==> src/rtl/tile_params_pkg.sv <==
package tile_params_pkg;

  // Loop dimensions supported by each access pattern.
  parameter int NUM_DIMS = 6;

  // Width of range, stride and start words and of the cycle count.
  parameter int CFG_W = 16;

  // Default buffer geometry.
  parameter int DEF_DATA_W    = 64;
  parameter int DEF_MEM_DEPTH = 64;

endpackage : tile_params_pkg

==> src/rtl/access_pattern_pkg.sv <==
package access_pattern_pkg;

  import tile_params_pkg::*;

  // One configuration word.
  typedef logic [CFG_W-1:0] cfg_word_t;

  // Per-dimension words, used for ranges and strides.
  typedef logic [NUM_DIMS-1:0][CFG_W-1:0] dim_cfg_t;

  // Index of the active dimension.
  typedef logic [$clog2(NUM_DIMS)-1:0] dim_sel_t;

  // Number of dimensions in use.
  typedef logic [3:0] dim_count_t;

endpackage : access_pattern_pkg

==> src/rtl/mem_port_if.sv <==
interface mem_port_if import tile_params_pkg::*; #(
  parameter int DATA_W    = DEF_DATA_W,
  parameter int MEM_DEPTH = DEF_MEM_DEPTH
);

  localparam int ADDR_W = $clog2(MEM_DEPTH);

  logic              wr_en;
  logic [ADDR_W-1:0] wr_addr;
  logic [DATA_W-1:0] wr_data;
  logic              rd_en;
  logic [ADDR_W-1:0] rd_addr;
  logic [DATA_W-1:0] rd_data;    // Valid the cycle after rd_en.

  modport writer (output wr_en, output wr_addr, output wr_data);

  modport reader (output rd_en, output rd_addr, input rd_data);

  modport mem (
    input  wr_en,
    input  wr_addr,
    input  wr_data,
    input  rd_en,
    input  rd_addr,
    output rd_data
  );

endinterface : mem_port_if

==> src/rtl/access_scheduler.sv <==
module access_scheduler import access_pattern_pkg::*; (
  input  logic      clk,
  input  logic      rst_n,
  input  logic      clk_en,
  input  logic      flush,
  input  logic      finished,
  input  dim_sel_t  dim_sel,
  input  cfg_word_t sched_start,
  input  dim_cfg_t  sched_strides,
  output logic      step
);

  cfg_word_t cycle_cnt;
  cfg_word_t sched_time;
  logic      gate_open;

  always_ff @(posedge clk or negedge rst_n) begin
    if (!rst_n) begin
      cycle_cnt <= '0;
    end else if (clk_en) begin
      if (flush) begin
        cycle_cnt <= '0;
      end else begin
        cycle_cnt <= cycle_cnt + 1'b1;
      end
    end
  end

  // The gate shuts on the last access and stays shut until flush.
  always_ff @(posedge clk or negedge rst_n) begin
    if (!rst_n) begin
      gate_open <= 1'b1;
    end else if (clk_en) begin
      if (flush) begin
        gate_open <= 1'b1;
      end else if (step && finished) begin
        gate_open <= 1'b0;
      end
    end
  end

  assign step = gate_open && clk_en && !flush && (cycle_cnt == sched_time);

  affine_addr_gen u_sched_gen (
    .clk     (clk),
    .rst_n   (rst_n),
    .clk_en  (clk_en),
    .flush   (flush),
    .step    (step),
    .restart (finished),
    .dim_sel (dim_sel),
    .start   (sched_start),
    .strides (sched_strides),
    .addr    (sched_time)
  );

endmodule : access_scheduler

==> src/rtl/accum_buffer.sv <==
module accum_buffer import tile_params_pkg::*; #(
  parameter int DATA_W    = DEF_DATA_W,
  parameter int MEM_DEPTH = DEF_MEM_DEPTH
) (
  input logic     clk,
  mem_port_if.mem mem
);

  logic [DATA_W-1:0] ram [MEM_DEPTH];

  always_ff @(posedge clk) begin
    if (mem.wr_en) begin
      ram[mem.wr_addr] <= mem.wr_data;
    end
  end

  // Same-address read and write returns the old word.
  always_ff @(posedge clk) begin
    if (mem.rd_en) begin
      mem.rd_data <= ram[mem.rd_addr];
    end
  end

endmodule : accum_buffer

==> src/rtl/affine_addr_gen.sv <==
module affine_addr_gen import access_pattern_pkg::*; (
  input  logic      clk,
  input  logic      rst_n,
  input  logic      clk_en,
  input  logic      flush,
  input  logic      step,
  input  logic      restart,
  input  dim_sel_t  dim_sel,
  input  cfg_word_t start,
  input  dim_cfg_t  strides,
  output cfg_word_t addr
);

  cfg_word_t offset;

  always_ff @(posedge clk or negedge rst_n) begin
    if (!rst_n) begin
      offset <= '0;
    end else if (clk_en) begin
      if (flush) begin
        offset <= '0;
      end else if (step) begin
        if (restart) begin
          offset <= '0;    // Pattern wrapped.
        end else begin
          offset <= offset + strides[dim_sel];
        end
      end
    end
  end

  assign addr = start + offset;

endmodule : affine_addr_gen

==> src/rtl/lake_tile.sv <==
module lake_tile import tile_params_pkg::*, access_pattern_pkg::*; #(
  parameter int DATA_W    = DEF_DATA_W,
  parameter int MEM_DEPTH = DEF_MEM_DEPTH
) (
  input  logic              clk,
  input  logic              rst_n,
  input  logic              clk_en,
  input  logic              flush,
  input  logic [DATA_W-1:0] data_in,
  input  dim_count_t        wr_dimensionality,
  input  dim_cfg_t          wr_ranges,
  input  dim_cfg_t          wr_strides,
  input  dim_cfg_t          wr_sched_strides,
  input  cfg_word_t         wr_start_addr,
  input  cfg_word_t         wr_sched_start,
  input  dim_count_t        rd_dimensionality,
  input  dim_cfg_t          rd_ranges,
  input  dim_cfg_t          rd_strides,
  input  dim_cfg_t          rd_sched_strides,
  input  cfg_word_t         rd_start_addr,
  input  cfg_word_t         rd_sched_start,
  output logic [DATA_W-1:0] data_out,
  output logic              data_valid
);

  mem_port_if #(.DATA_W(DATA_W), .MEM_DEPTH(MEM_DEPTH)) mem_bus ();

  write_controller #(.DATA_W(DATA_W), .MEM_DEPTH(MEM_DEPTH)) u_writer (
    .clk            (clk),
    .rst_n          (rst_n),
    .clk_en         (clk_en),
    .flush          (flush),
    .data_in        (data_in),
    .dimensionality (wr_dimensionality),
    .ranges         (wr_ranges),
    .strides        (wr_strides),
    .sched_strides  (wr_sched_strides),
    .start_addr     (wr_start_addr),
    .sched_start    (wr_sched_start),
    .mem            (mem_bus.writer)
  );

  accum_buffer #(.DATA_W(DATA_W), .MEM_DEPTH(MEM_DEPTH)) u_buffer (
    .clk (clk),
    .mem (mem_bus.mem)
  );

  read_controller #(.DATA_W(DATA_W), .MEM_DEPTH(MEM_DEPTH)) u_reader (
    .clk            (clk),
    .rst_n          (rst_n),
    .clk_en         (clk_en),
    .flush          (flush),
    .dimensionality (rd_dimensionality),
    .ranges         (rd_ranges),
    .strides        (rd_strides),
    .sched_strides  (rd_sched_strides),
    .start_addr     (rd_start_addr),
    .sched_start    (rd_sched_start),
    .mem            (mem_bus.reader),
    .data_out       (data_out),
    .data_valid     (data_valid)
  );

endmodule : lake_tile

==> src/rtl/loop_nest.sv <==
module loop_nest import tile_params_pkg::*, access_pattern_pkg::*; (
  input  logic       clk,
  input  logic       rst_n,
  input  logic       clk_en,
  input  logic       flush,
  input  logic       step,
  input  dim_count_t dimensionality,
  input  dim_cfg_t   ranges,
  output dim_sel_t   dim_sel,
  output logic       finished
);

  dim_cfg_t            count;
  logic [NUM_DIMS-1:0] at_max;

  // Dimensions beyond the configured count behave as if already at maximum.
  always_comb begin
    for (int i = 0; i < NUM_DIMS; i++) begin
      at_max[i] = (count[i] == ranges[i]) || (dimensionality <= i);
    end
  end

  // Lowest dimension that can still advance.
  always_comb begin
    dim_sel = '0;
    for (int i = NUM_DIMS - 1; i >= 0; i--) begin
      if (!at_max[i]) begin
        dim_sel = dim_sel_t'(i);
      end
    end
  end

  assign finished = &at_max;    // The current access is the last one.

  always_ff @(posedge clk or negedge rst_n) begin
    if (!rst_n) begin
      count <= '0;
    end else if (clk_en) begin
      if (flush) begin
        count <= '0;
      end else if (step) begin
        for (int i = 0; i < NUM_DIMS; i++) begin
          if (finished || (i < dim_sel)) begin
            count[i] <= '0;    // Inner dimensions wrap.
          end else if (i == dim_sel) begin
            count[i] <= count[i] + 1'b1;
          end
        end
      end
    end
  end

endmodule : loop_nest

==> src/rtl/read_controller.sv <==
module read_controller import tile_params_pkg::*, access_pattern_pkg::*; #(
  parameter int DATA_W    = DEF_DATA_W,
  parameter int MEM_DEPTH = DEF_MEM_DEPTH
) (
  input  logic              clk,
  input  logic              rst_n,
  input  logic              clk_en,
  input  logic              flush,
  input  dim_count_t        dimensionality,
  input  dim_cfg_t          ranges,
  input  dim_cfg_t          strides,
  input  dim_cfg_t          sched_strides,
  input  cfg_word_t         start_addr,
  input  cfg_word_t         sched_start,
  mem_port_if.reader        mem,
  output logic [DATA_W-1:0] data_out,
  output logic              data_valid
);

  localparam int ADDR_W = $clog2(MEM_DEPTH);

  dim_sel_t  dim_sel;
  logic      finished;
  logic      step;
  cfg_word_t addr;

  loop_nest u_loop (
    .clk            (clk),
    .rst_n          (rst_n),
    .clk_en         (clk_en),
    .flush          (flush),
    .step           (step),
    .dimensionality (dimensionality),
    .ranges         (ranges),
    .dim_sel        (dim_sel),
    .finished       (finished)
  );

  affine_addr_gen u_addr_gen (
    .clk     (clk),
    .rst_n   (rst_n),
    .clk_en  (clk_en),
    .flush   (flush),
    .step    (step),
    .restart (finished),
    .dim_sel (dim_sel),
    .start   (start_addr),
    .strides (strides),
    .addr    (addr)
  );

  access_scheduler u_sched (
    .clk           (clk),
    .rst_n         (rst_n),
    .clk_en        (clk_en),
    .flush         (flush),
    .finished      (finished),
    .dim_sel       (dim_sel),
    .sched_start   (sched_start),
    .sched_strides (sched_strides),
    .step          (step)
  );

  assign mem.rd_en   = step;
  assign mem.rd_addr = addr[ADDR_W-1:0];

  // One pulse per read, aligned with the registered buffer output.
  always_ff @(posedge clk or negedge rst_n) begin
    if (!rst_n) begin
      data_valid <= 1'b0;
    end else begin
      data_valid <= mem.rd_en;
    end
  end

  assign data_out = mem.rd_data;

endmodule : read_controller

==> src/rtl/write_controller.sv <==
module write_controller import tile_params_pkg::*, access_pattern_pkg::*; #(
  parameter int DATA_W    = DEF_DATA_W,
  parameter int MEM_DEPTH = DEF_MEM_DEPTH
) (
  input  logic              clk,
  input  logic              rst_n,
  input  logic              clk_en,
  input  logic              flush,
  input  logic [DATA_W-1:0] data_in,
  input  dim_count_t        dimensionality,
  input  dim_cfg_t          ranges,
  input  dim_cfg_t          strides,
  input  dim_cfg_t          sched_strides,
  input  cfg_word_t         start_addr,
  input  cfg_word_t         sched_start,
  mem_port_if.writer        mem
);

  localparam int ADDR_W = $clog2(MEM_DEPTH);

  dim_sel_t  dim_sel;
  logic      finished;
  logic      step;
  cfg_word_t addr;

  loop_nest u_loop (
    .clk            (clk),
    .rst_n          (rst_n),
    .clk_en         (clk_en),
    .flush          (flush),
    .step           (step),
    .dimensionality (dimensionality),
    .ranges         (ranges),
    .dim_sel        (dim_sel),
    .finished       (finished)
  );

  affine_addr_gen u_addr_gen (
    .clk     (clk),
    .rst_n   (rst_n),
    .clk_en  (clk_en),
    .flush   (flush),
    .step    (step),
    .restart (finished),
    .dim_sel (dim_sel),
    .start   (start_addr),
    .strides (strides),
    .addr    (addr)
  );

  access_scheduler u_sched (
    .clk           (clk),
    .rst_n         (rst_n),
    .clk_en        (clk_en),
    .flush         (flush),
    .finished      (finished),
    .dim_sel       (dim_sel),
    .sched_start   (sched_start),
    .sched_strides (sched_strides),
    .step          (step)
  );

  assign mem.wr_en   = step;
  assign mem.wr_addr = addr[ADDR_W-1:0];    // Wraps modulo depth.
  assign mem.wr_data = data_in;

endmodule : write_controller

==> config.mk <==
export PLATFORM = sky130hd
export DESIGN_NAME = lake_tile
export DESIGN_NICKNAME = d
export VERILOG_FILES = /design/src/rtl/tile_params_pkg.sv /design/src/rtl/access_pattern_pkg.sv /design/src/rtl/mem_port_if.sv /design/src/rtl/access_scheduler.sv /design/src/rtl/accum_buffer.sv /design/src/rtl/affine_addr_gen.sv /design/src/rtl/lake_tile.sv /design/src/rtl/loop_nest.sv /design/src/rtl/read_controller.sv /design/src/rtl/write_controller.sv
export SDC_FILE = /design/constraint.sdc
export NUM_CORES = 2
export LEC_CHECK = 0
export BUFFER_PORTS_ARGS = -buffer_cell sky130_fd_sc_hd__buf_2
export CORE_UTILIZATION = 45
export CTS_BUF_LIST = sky130_fd_sc_hd__clkbuf_8
export CTS_CLUSTER_SIZE = 24
export DETAILED_ROUTE_END_ITERATION = 6
export GPL_TIMING_DRIVEN = 0
export PLACE_DENSITY = 0.7
export SLEW_MARGIN = 20
export SYNTH_ARGS = -nofsm -noshare
export SYNTH_HDL_FRONTEND = slang
export SYNTH_SLANG_ARGS = --single-unit
==> constraint.sdc <==
create_clock -name clk -period 7.6 [get_ports clk]
set_input_delay 1.52 -clock clk [delete_from_list [all_inputs] [get_ports clk]]
set_output_delay 1.52 -clock clk [all_outputs]
set_load 0.05 [all_outputs]
==> impl_metrics.py <==
metrics = {
    "flow_run": {
        "max_cap_violations": 0,
    },
    "worst_setup_path": {
        "crit_start": "u_writer.u_loop.count[54]",
        "critPathRequiredTime_ps": 8750,
        "crit_path_end_kind": "flop",
        "cp-start-kind": "flop",
        "reg2reg_to": "u_writer.u_sched.u_sched_gen.offset[15]",
        "path_class": "reg -> reg",
        "worstPathArrival_ps": 8240,
        "worstPathCellList": "clkbuf_1, xnor2_1, nand4_1, nor4_2, o22ai_1, o211ai_1, clkbuf_1, clkbuf_1, nand2_1, nand3_1, o21ai_0, ha_1, and3_1, a2111o_1, a21o_1, a21oi_1, o311ai_0, o41a_1, a211o_1, xor2_1, nor3_1, a221o_1",
        "rrSetupSlack_ps": 510,
        "max_stage_delay_ps": 770,
        "worst_path_max_delay_cell": "o211ai_1",
        "crit_top_cell": "clkbuf_1",
        "r2r-start": "u_writer.u_loop.count[54]",
        "critPathMaxFanout": 10,
        "r2r_cells": 22,
    },
    "power": {
        "p_sw_share_pct": 30.2,
        "leakage_nw": 69.5,
        "p_seq_share_pct": 45.1,
        "power.density_mw_per_mm2": 288,
        "p_clk_share_pct": 30.8,
        "p_switching_mw": 18.1,
        "ir_drop_v": 0.000193,
        "p_total_mw": 59.9,
        "power_frac_comb_pct": 24.2,
        "intPower_mw": 41.8,
    },
    "routing": {
        "detailroute.via_count": 96890,
        "drc": 1,
        "drt_iter0_drc": 11099,
        "detail-route-antenna-nets": 0,
        "routed_wl_um": 511000,
        "firstDrtPassIters": 7,
        "post_drt_via_cell_ratio": 5.98,
        "routedWlPerCell_um": 31.6,
    },
    "place": {
        "place.gp.congestion": 0.898,
        "dp_slack_ps": -924,
        "post-dp-hpwl_um": 363000,
        "io_buffers": 640,
    },
    "timing": {
        "fin_crit_sh_pct": 93.3,
        "skew_ps": 102,
        "timing_hold_violations_final": 0,
        "max_freq_ghz": 0.141,
        "worst_pin_slew_ps": 1400,
        "finalSetupTns_ps": 0,
        "slew_headroom_pct": 5.99,
        "drv_slew": 0,
        "holdWs_ps": 290,
        "setup_ws_ps": 510,
        "period_needed_ps": 7090,
        "setup_violations": 0,
        "rsz0062_at_grt": "false",
    },
    "logic_synthesis": {
        "synth-compound-area-share_pct": 2.21,
        "synth-seq-cells": 4431,
        "ys_warn_count": 0,
        "synth_area_leaders": "edfxtp_1 (70%), mux4_2 (16%), dfrtp_1 (3.7%)",
        "synth_common_cells": "edfxtp_1 (4,160), mux4_2 (1,280), clkbuf_1 (319)",
        "synth_fp_nets": 9573,
        "syn_area_per_cell_um2": 20.5,
        "synthXorXnorAreaFrac_pct": 1.97,
        "seq_area_frac_synth_pct": 73.3,
        "synthCells": 8751,
        "async_flop_share_pct": 6.12,
        "synth_top_cell_area_share_pct": 69.6,
        "synth.area.mux_share_pct": 17.2,
        "yosysUniqueCellTypes": 101,
        "synth_area_mm2": 0.180,
        "synthSimpleGateAreaFrac_pct": 3.49,
        "synth_top_area_cell": "edfxtp_1",
        "synth_flop_cell": "edfxtp_1",
        "yosysMostFrequentCell": "edfxtp_1",
        "synth-edff-count": 4160,
        "synth_top_family_by_area": "multiplexers",
        "synth-adder-area-share_pct": 0.772,
    },
    "global_route": {
        "grt_pass1_vias": 99461,
        "grt_max_degree": 99,
        "grt_pass1_wl_um": 719000,
        "grt_overflow_total": 0,
        "antenna_found_initial": 93,
        "track_usage_pct": 25.2,
    },
    "outcome": {
        "outcome": "complete, but fails checks",
        "violations": "design-rule violations",
    },
    "floorplanning": {
        "die-area_mm2": 0.402,
        "coreArea_mm2": 0.397,
        "start_util_pct": 45.3,
        "rows": 231,
        "die_y_um": 634,
        "die_x_um": 634,
        "io_pins": 781,
    },
    "cts": {
        "cts_root_buf": "clkbuf_8",
        "cts_tree": "done",
        "path_clk_slew_ps": 60,
        "cts_htree_levels": 6,
        "clock_sinks": 4431,
        "clkLatencyLatePin_ps": 1270,
        "ctsResizeCount": 0,
        "cts.path.max_buffers": 4,
        "cts_setup_buffers": 0,
        "hold_buffers": 0,
        "cts_inserted_buffers": 692,
    },
    "layout": {
        "nFillCells": 30137,
        "synthToLayoutAreaGrowth_pct": 16.0,
        "utilization_pct": 52.5,
        "fin_nets": 11163,
        "drive_above_1_share_pct": 30.2,
    },
    "hold_path": {
        "hp-class": "in -> async",
    },
}
-- registers in the layout, indices dropped and copies added (netlist names) --
register and count:
u_writer.u_sched.gate_open 1, u_writer.u_loop.count 96, u_writer.u_addr_gen.offset 6, u_reader.u_sched.cycle_cnt 16, u_reader.u_sched.gate_open 1, u_buffer.mem.rd_data 64, u_reader.u_loop.count 96, u_writer.u_sched.u_sched_gen.offset 16
u_reader.u_sched.u_sched_gen.offset 16, u_buffer.ram 4096, u_reader.u_addr_gen.offset 6, u_writer.u_sched.cycle_cnt 16, u_reader.data_valid 1
-- worst max-delay path: cells and delay by family (launching register included) --
kind	cells	cell delay, ps
XOR/XNOR	2	400
buffers and inverters	3	1330
AO/OA/AOI/OAI	10	3390
flip-flops	1	320
AND/OR/NAND/NOR	6	1180
adder cells (fa/ha/maj)	1	400
-- power groups by stage --
stage	Combinational, mW	Clock, mW	Sequential, mW
floorplan	8.23	0	27.5
finish	14.5	18.4	27.0
global route	15.0	19.7	27.0
global placement	13.8	0	27.5
detailed placement	14.4	0	27.5
CTS	14.4	18.7	27.0
-- metal layers --
| layer | global-route usage [%] | vias to the layer above | part of all wire (%) |
|---|---|---|---|
| met3 | 6.35 | 1232 | 9.4 |
| li1 | - | 39690 | - |
| met2 | 41.8 | 5376 | 49 |
| met4 | 15.0 | 52 | 6.7 |
| met1 | 29.9 | 50540 | 35 |
| met5 | 0 | - | 0.072 |
-- cells by family (layout without fill, tap and decap cells) --
group / after synthesis / in the layout
DFF: 4431 / 4431
AOI/OAI and AO/OA: 632 / 632
other: 0 / 68
buffers and inverters: 487 / 2620
adders and majority gates: 106 / 106
xor gates and xnor gates: 404 / 404
and+or+nand+nor: 1209 / 1209
muxes: 1482 / 1482
-- how the worst max path moves through the flow --
stage / endpoint / slack [ps] / cells after the start
2_1_floorplan: u_buffer.ram[13][0] / 110 / 13
6_report: u_writer.u_sched.u_sched_gen.offset[15] / 510 / 22
5_1_grt: u_writer.u_sched.u_sched_gen.offset[15] / 180 / 22
3_3_place_gp: u_buffer.ram[37][36] / -5280 / 14
3_5_place_dp: u_writer.u_sched.u_sched_gen.offset[15] / -920 / 22
4_1_cts: u_writer.u_sched.u_sched_gen.offset[15] / 200 / 22
-- cell type report --
| cell class | count | area (um^2) | share of cell area [%] |
|---|---|---|---|
| well taps | 5242 | 6560 | 3.15 |
| flip-flops and latches | 4431 | 132000 | 63.2 |
| multi-input cells | 3833 | 46500 | 22.3 |
| plain buffers | 439 | 1820 | 0.873 |
| inverters | 48 | 180 | 0.0865 |
| diodes | 68 | 170 | 0.0817 |
| clock buffers | 711 | 9790 | 4.70 |
| clock inverters | 526 | 2750 | 1.32 |
| repair buffers | 896 | 8800 | 4.22 |
-- metrics by stage --
stage,cell area (um^2),cells
6_report,208000,16194
3_5_place_dp,195000,14887
2_1_floorplan,180000,8751
4_1_cts,208000,16124
3_3_place_gp,189000,14633
5_1_grt,208000,16165
-- cell usage in the layout (no fill, tap or decap), types with 34 or more instances in the layout --
| cell | instances |
|---|---|
| xnor2_1 | 239 |
| o31ai_1 | 34 |
| nor3_1 | 59 |
| buf_12 | 192 |
| nand3_1 | 146 |
| clkbuf_2 | 70 |
| inv_1 | 272 |
| diode_2 | 68 |
| nor2_1 | 222 |
| dfrtp_1 | 269 |
| xor2_1 | 162 |
| a211oi_1 | 71 |
| clkbuf_1 | 266 |
| buf_2 | 661 |
| mux4_2 | 1280 |
| o21ai_0 | 217 |
| ha_1 | 98 |
| mux2i_1 | 197 |
| clkbuf_8 | 711 |
| nor2_4 | 64 |
| buf_1 | 57 |
| nand4_1 | 62 |
| clkinv_2 | 63 |
| buf_16 | 60 |
| nor2b_1 | 72 |
| a21oi_1 | 142 |
| nand2_1 | 292 |
| nor4_1 | 38 |
| and3_1 | 76 |
| a21o_1 | 35 |
| edfxtp_1 | 4160 |
| clkinv_1 | 171 |
Note: power is estimated with default switching activity, not from simulation.
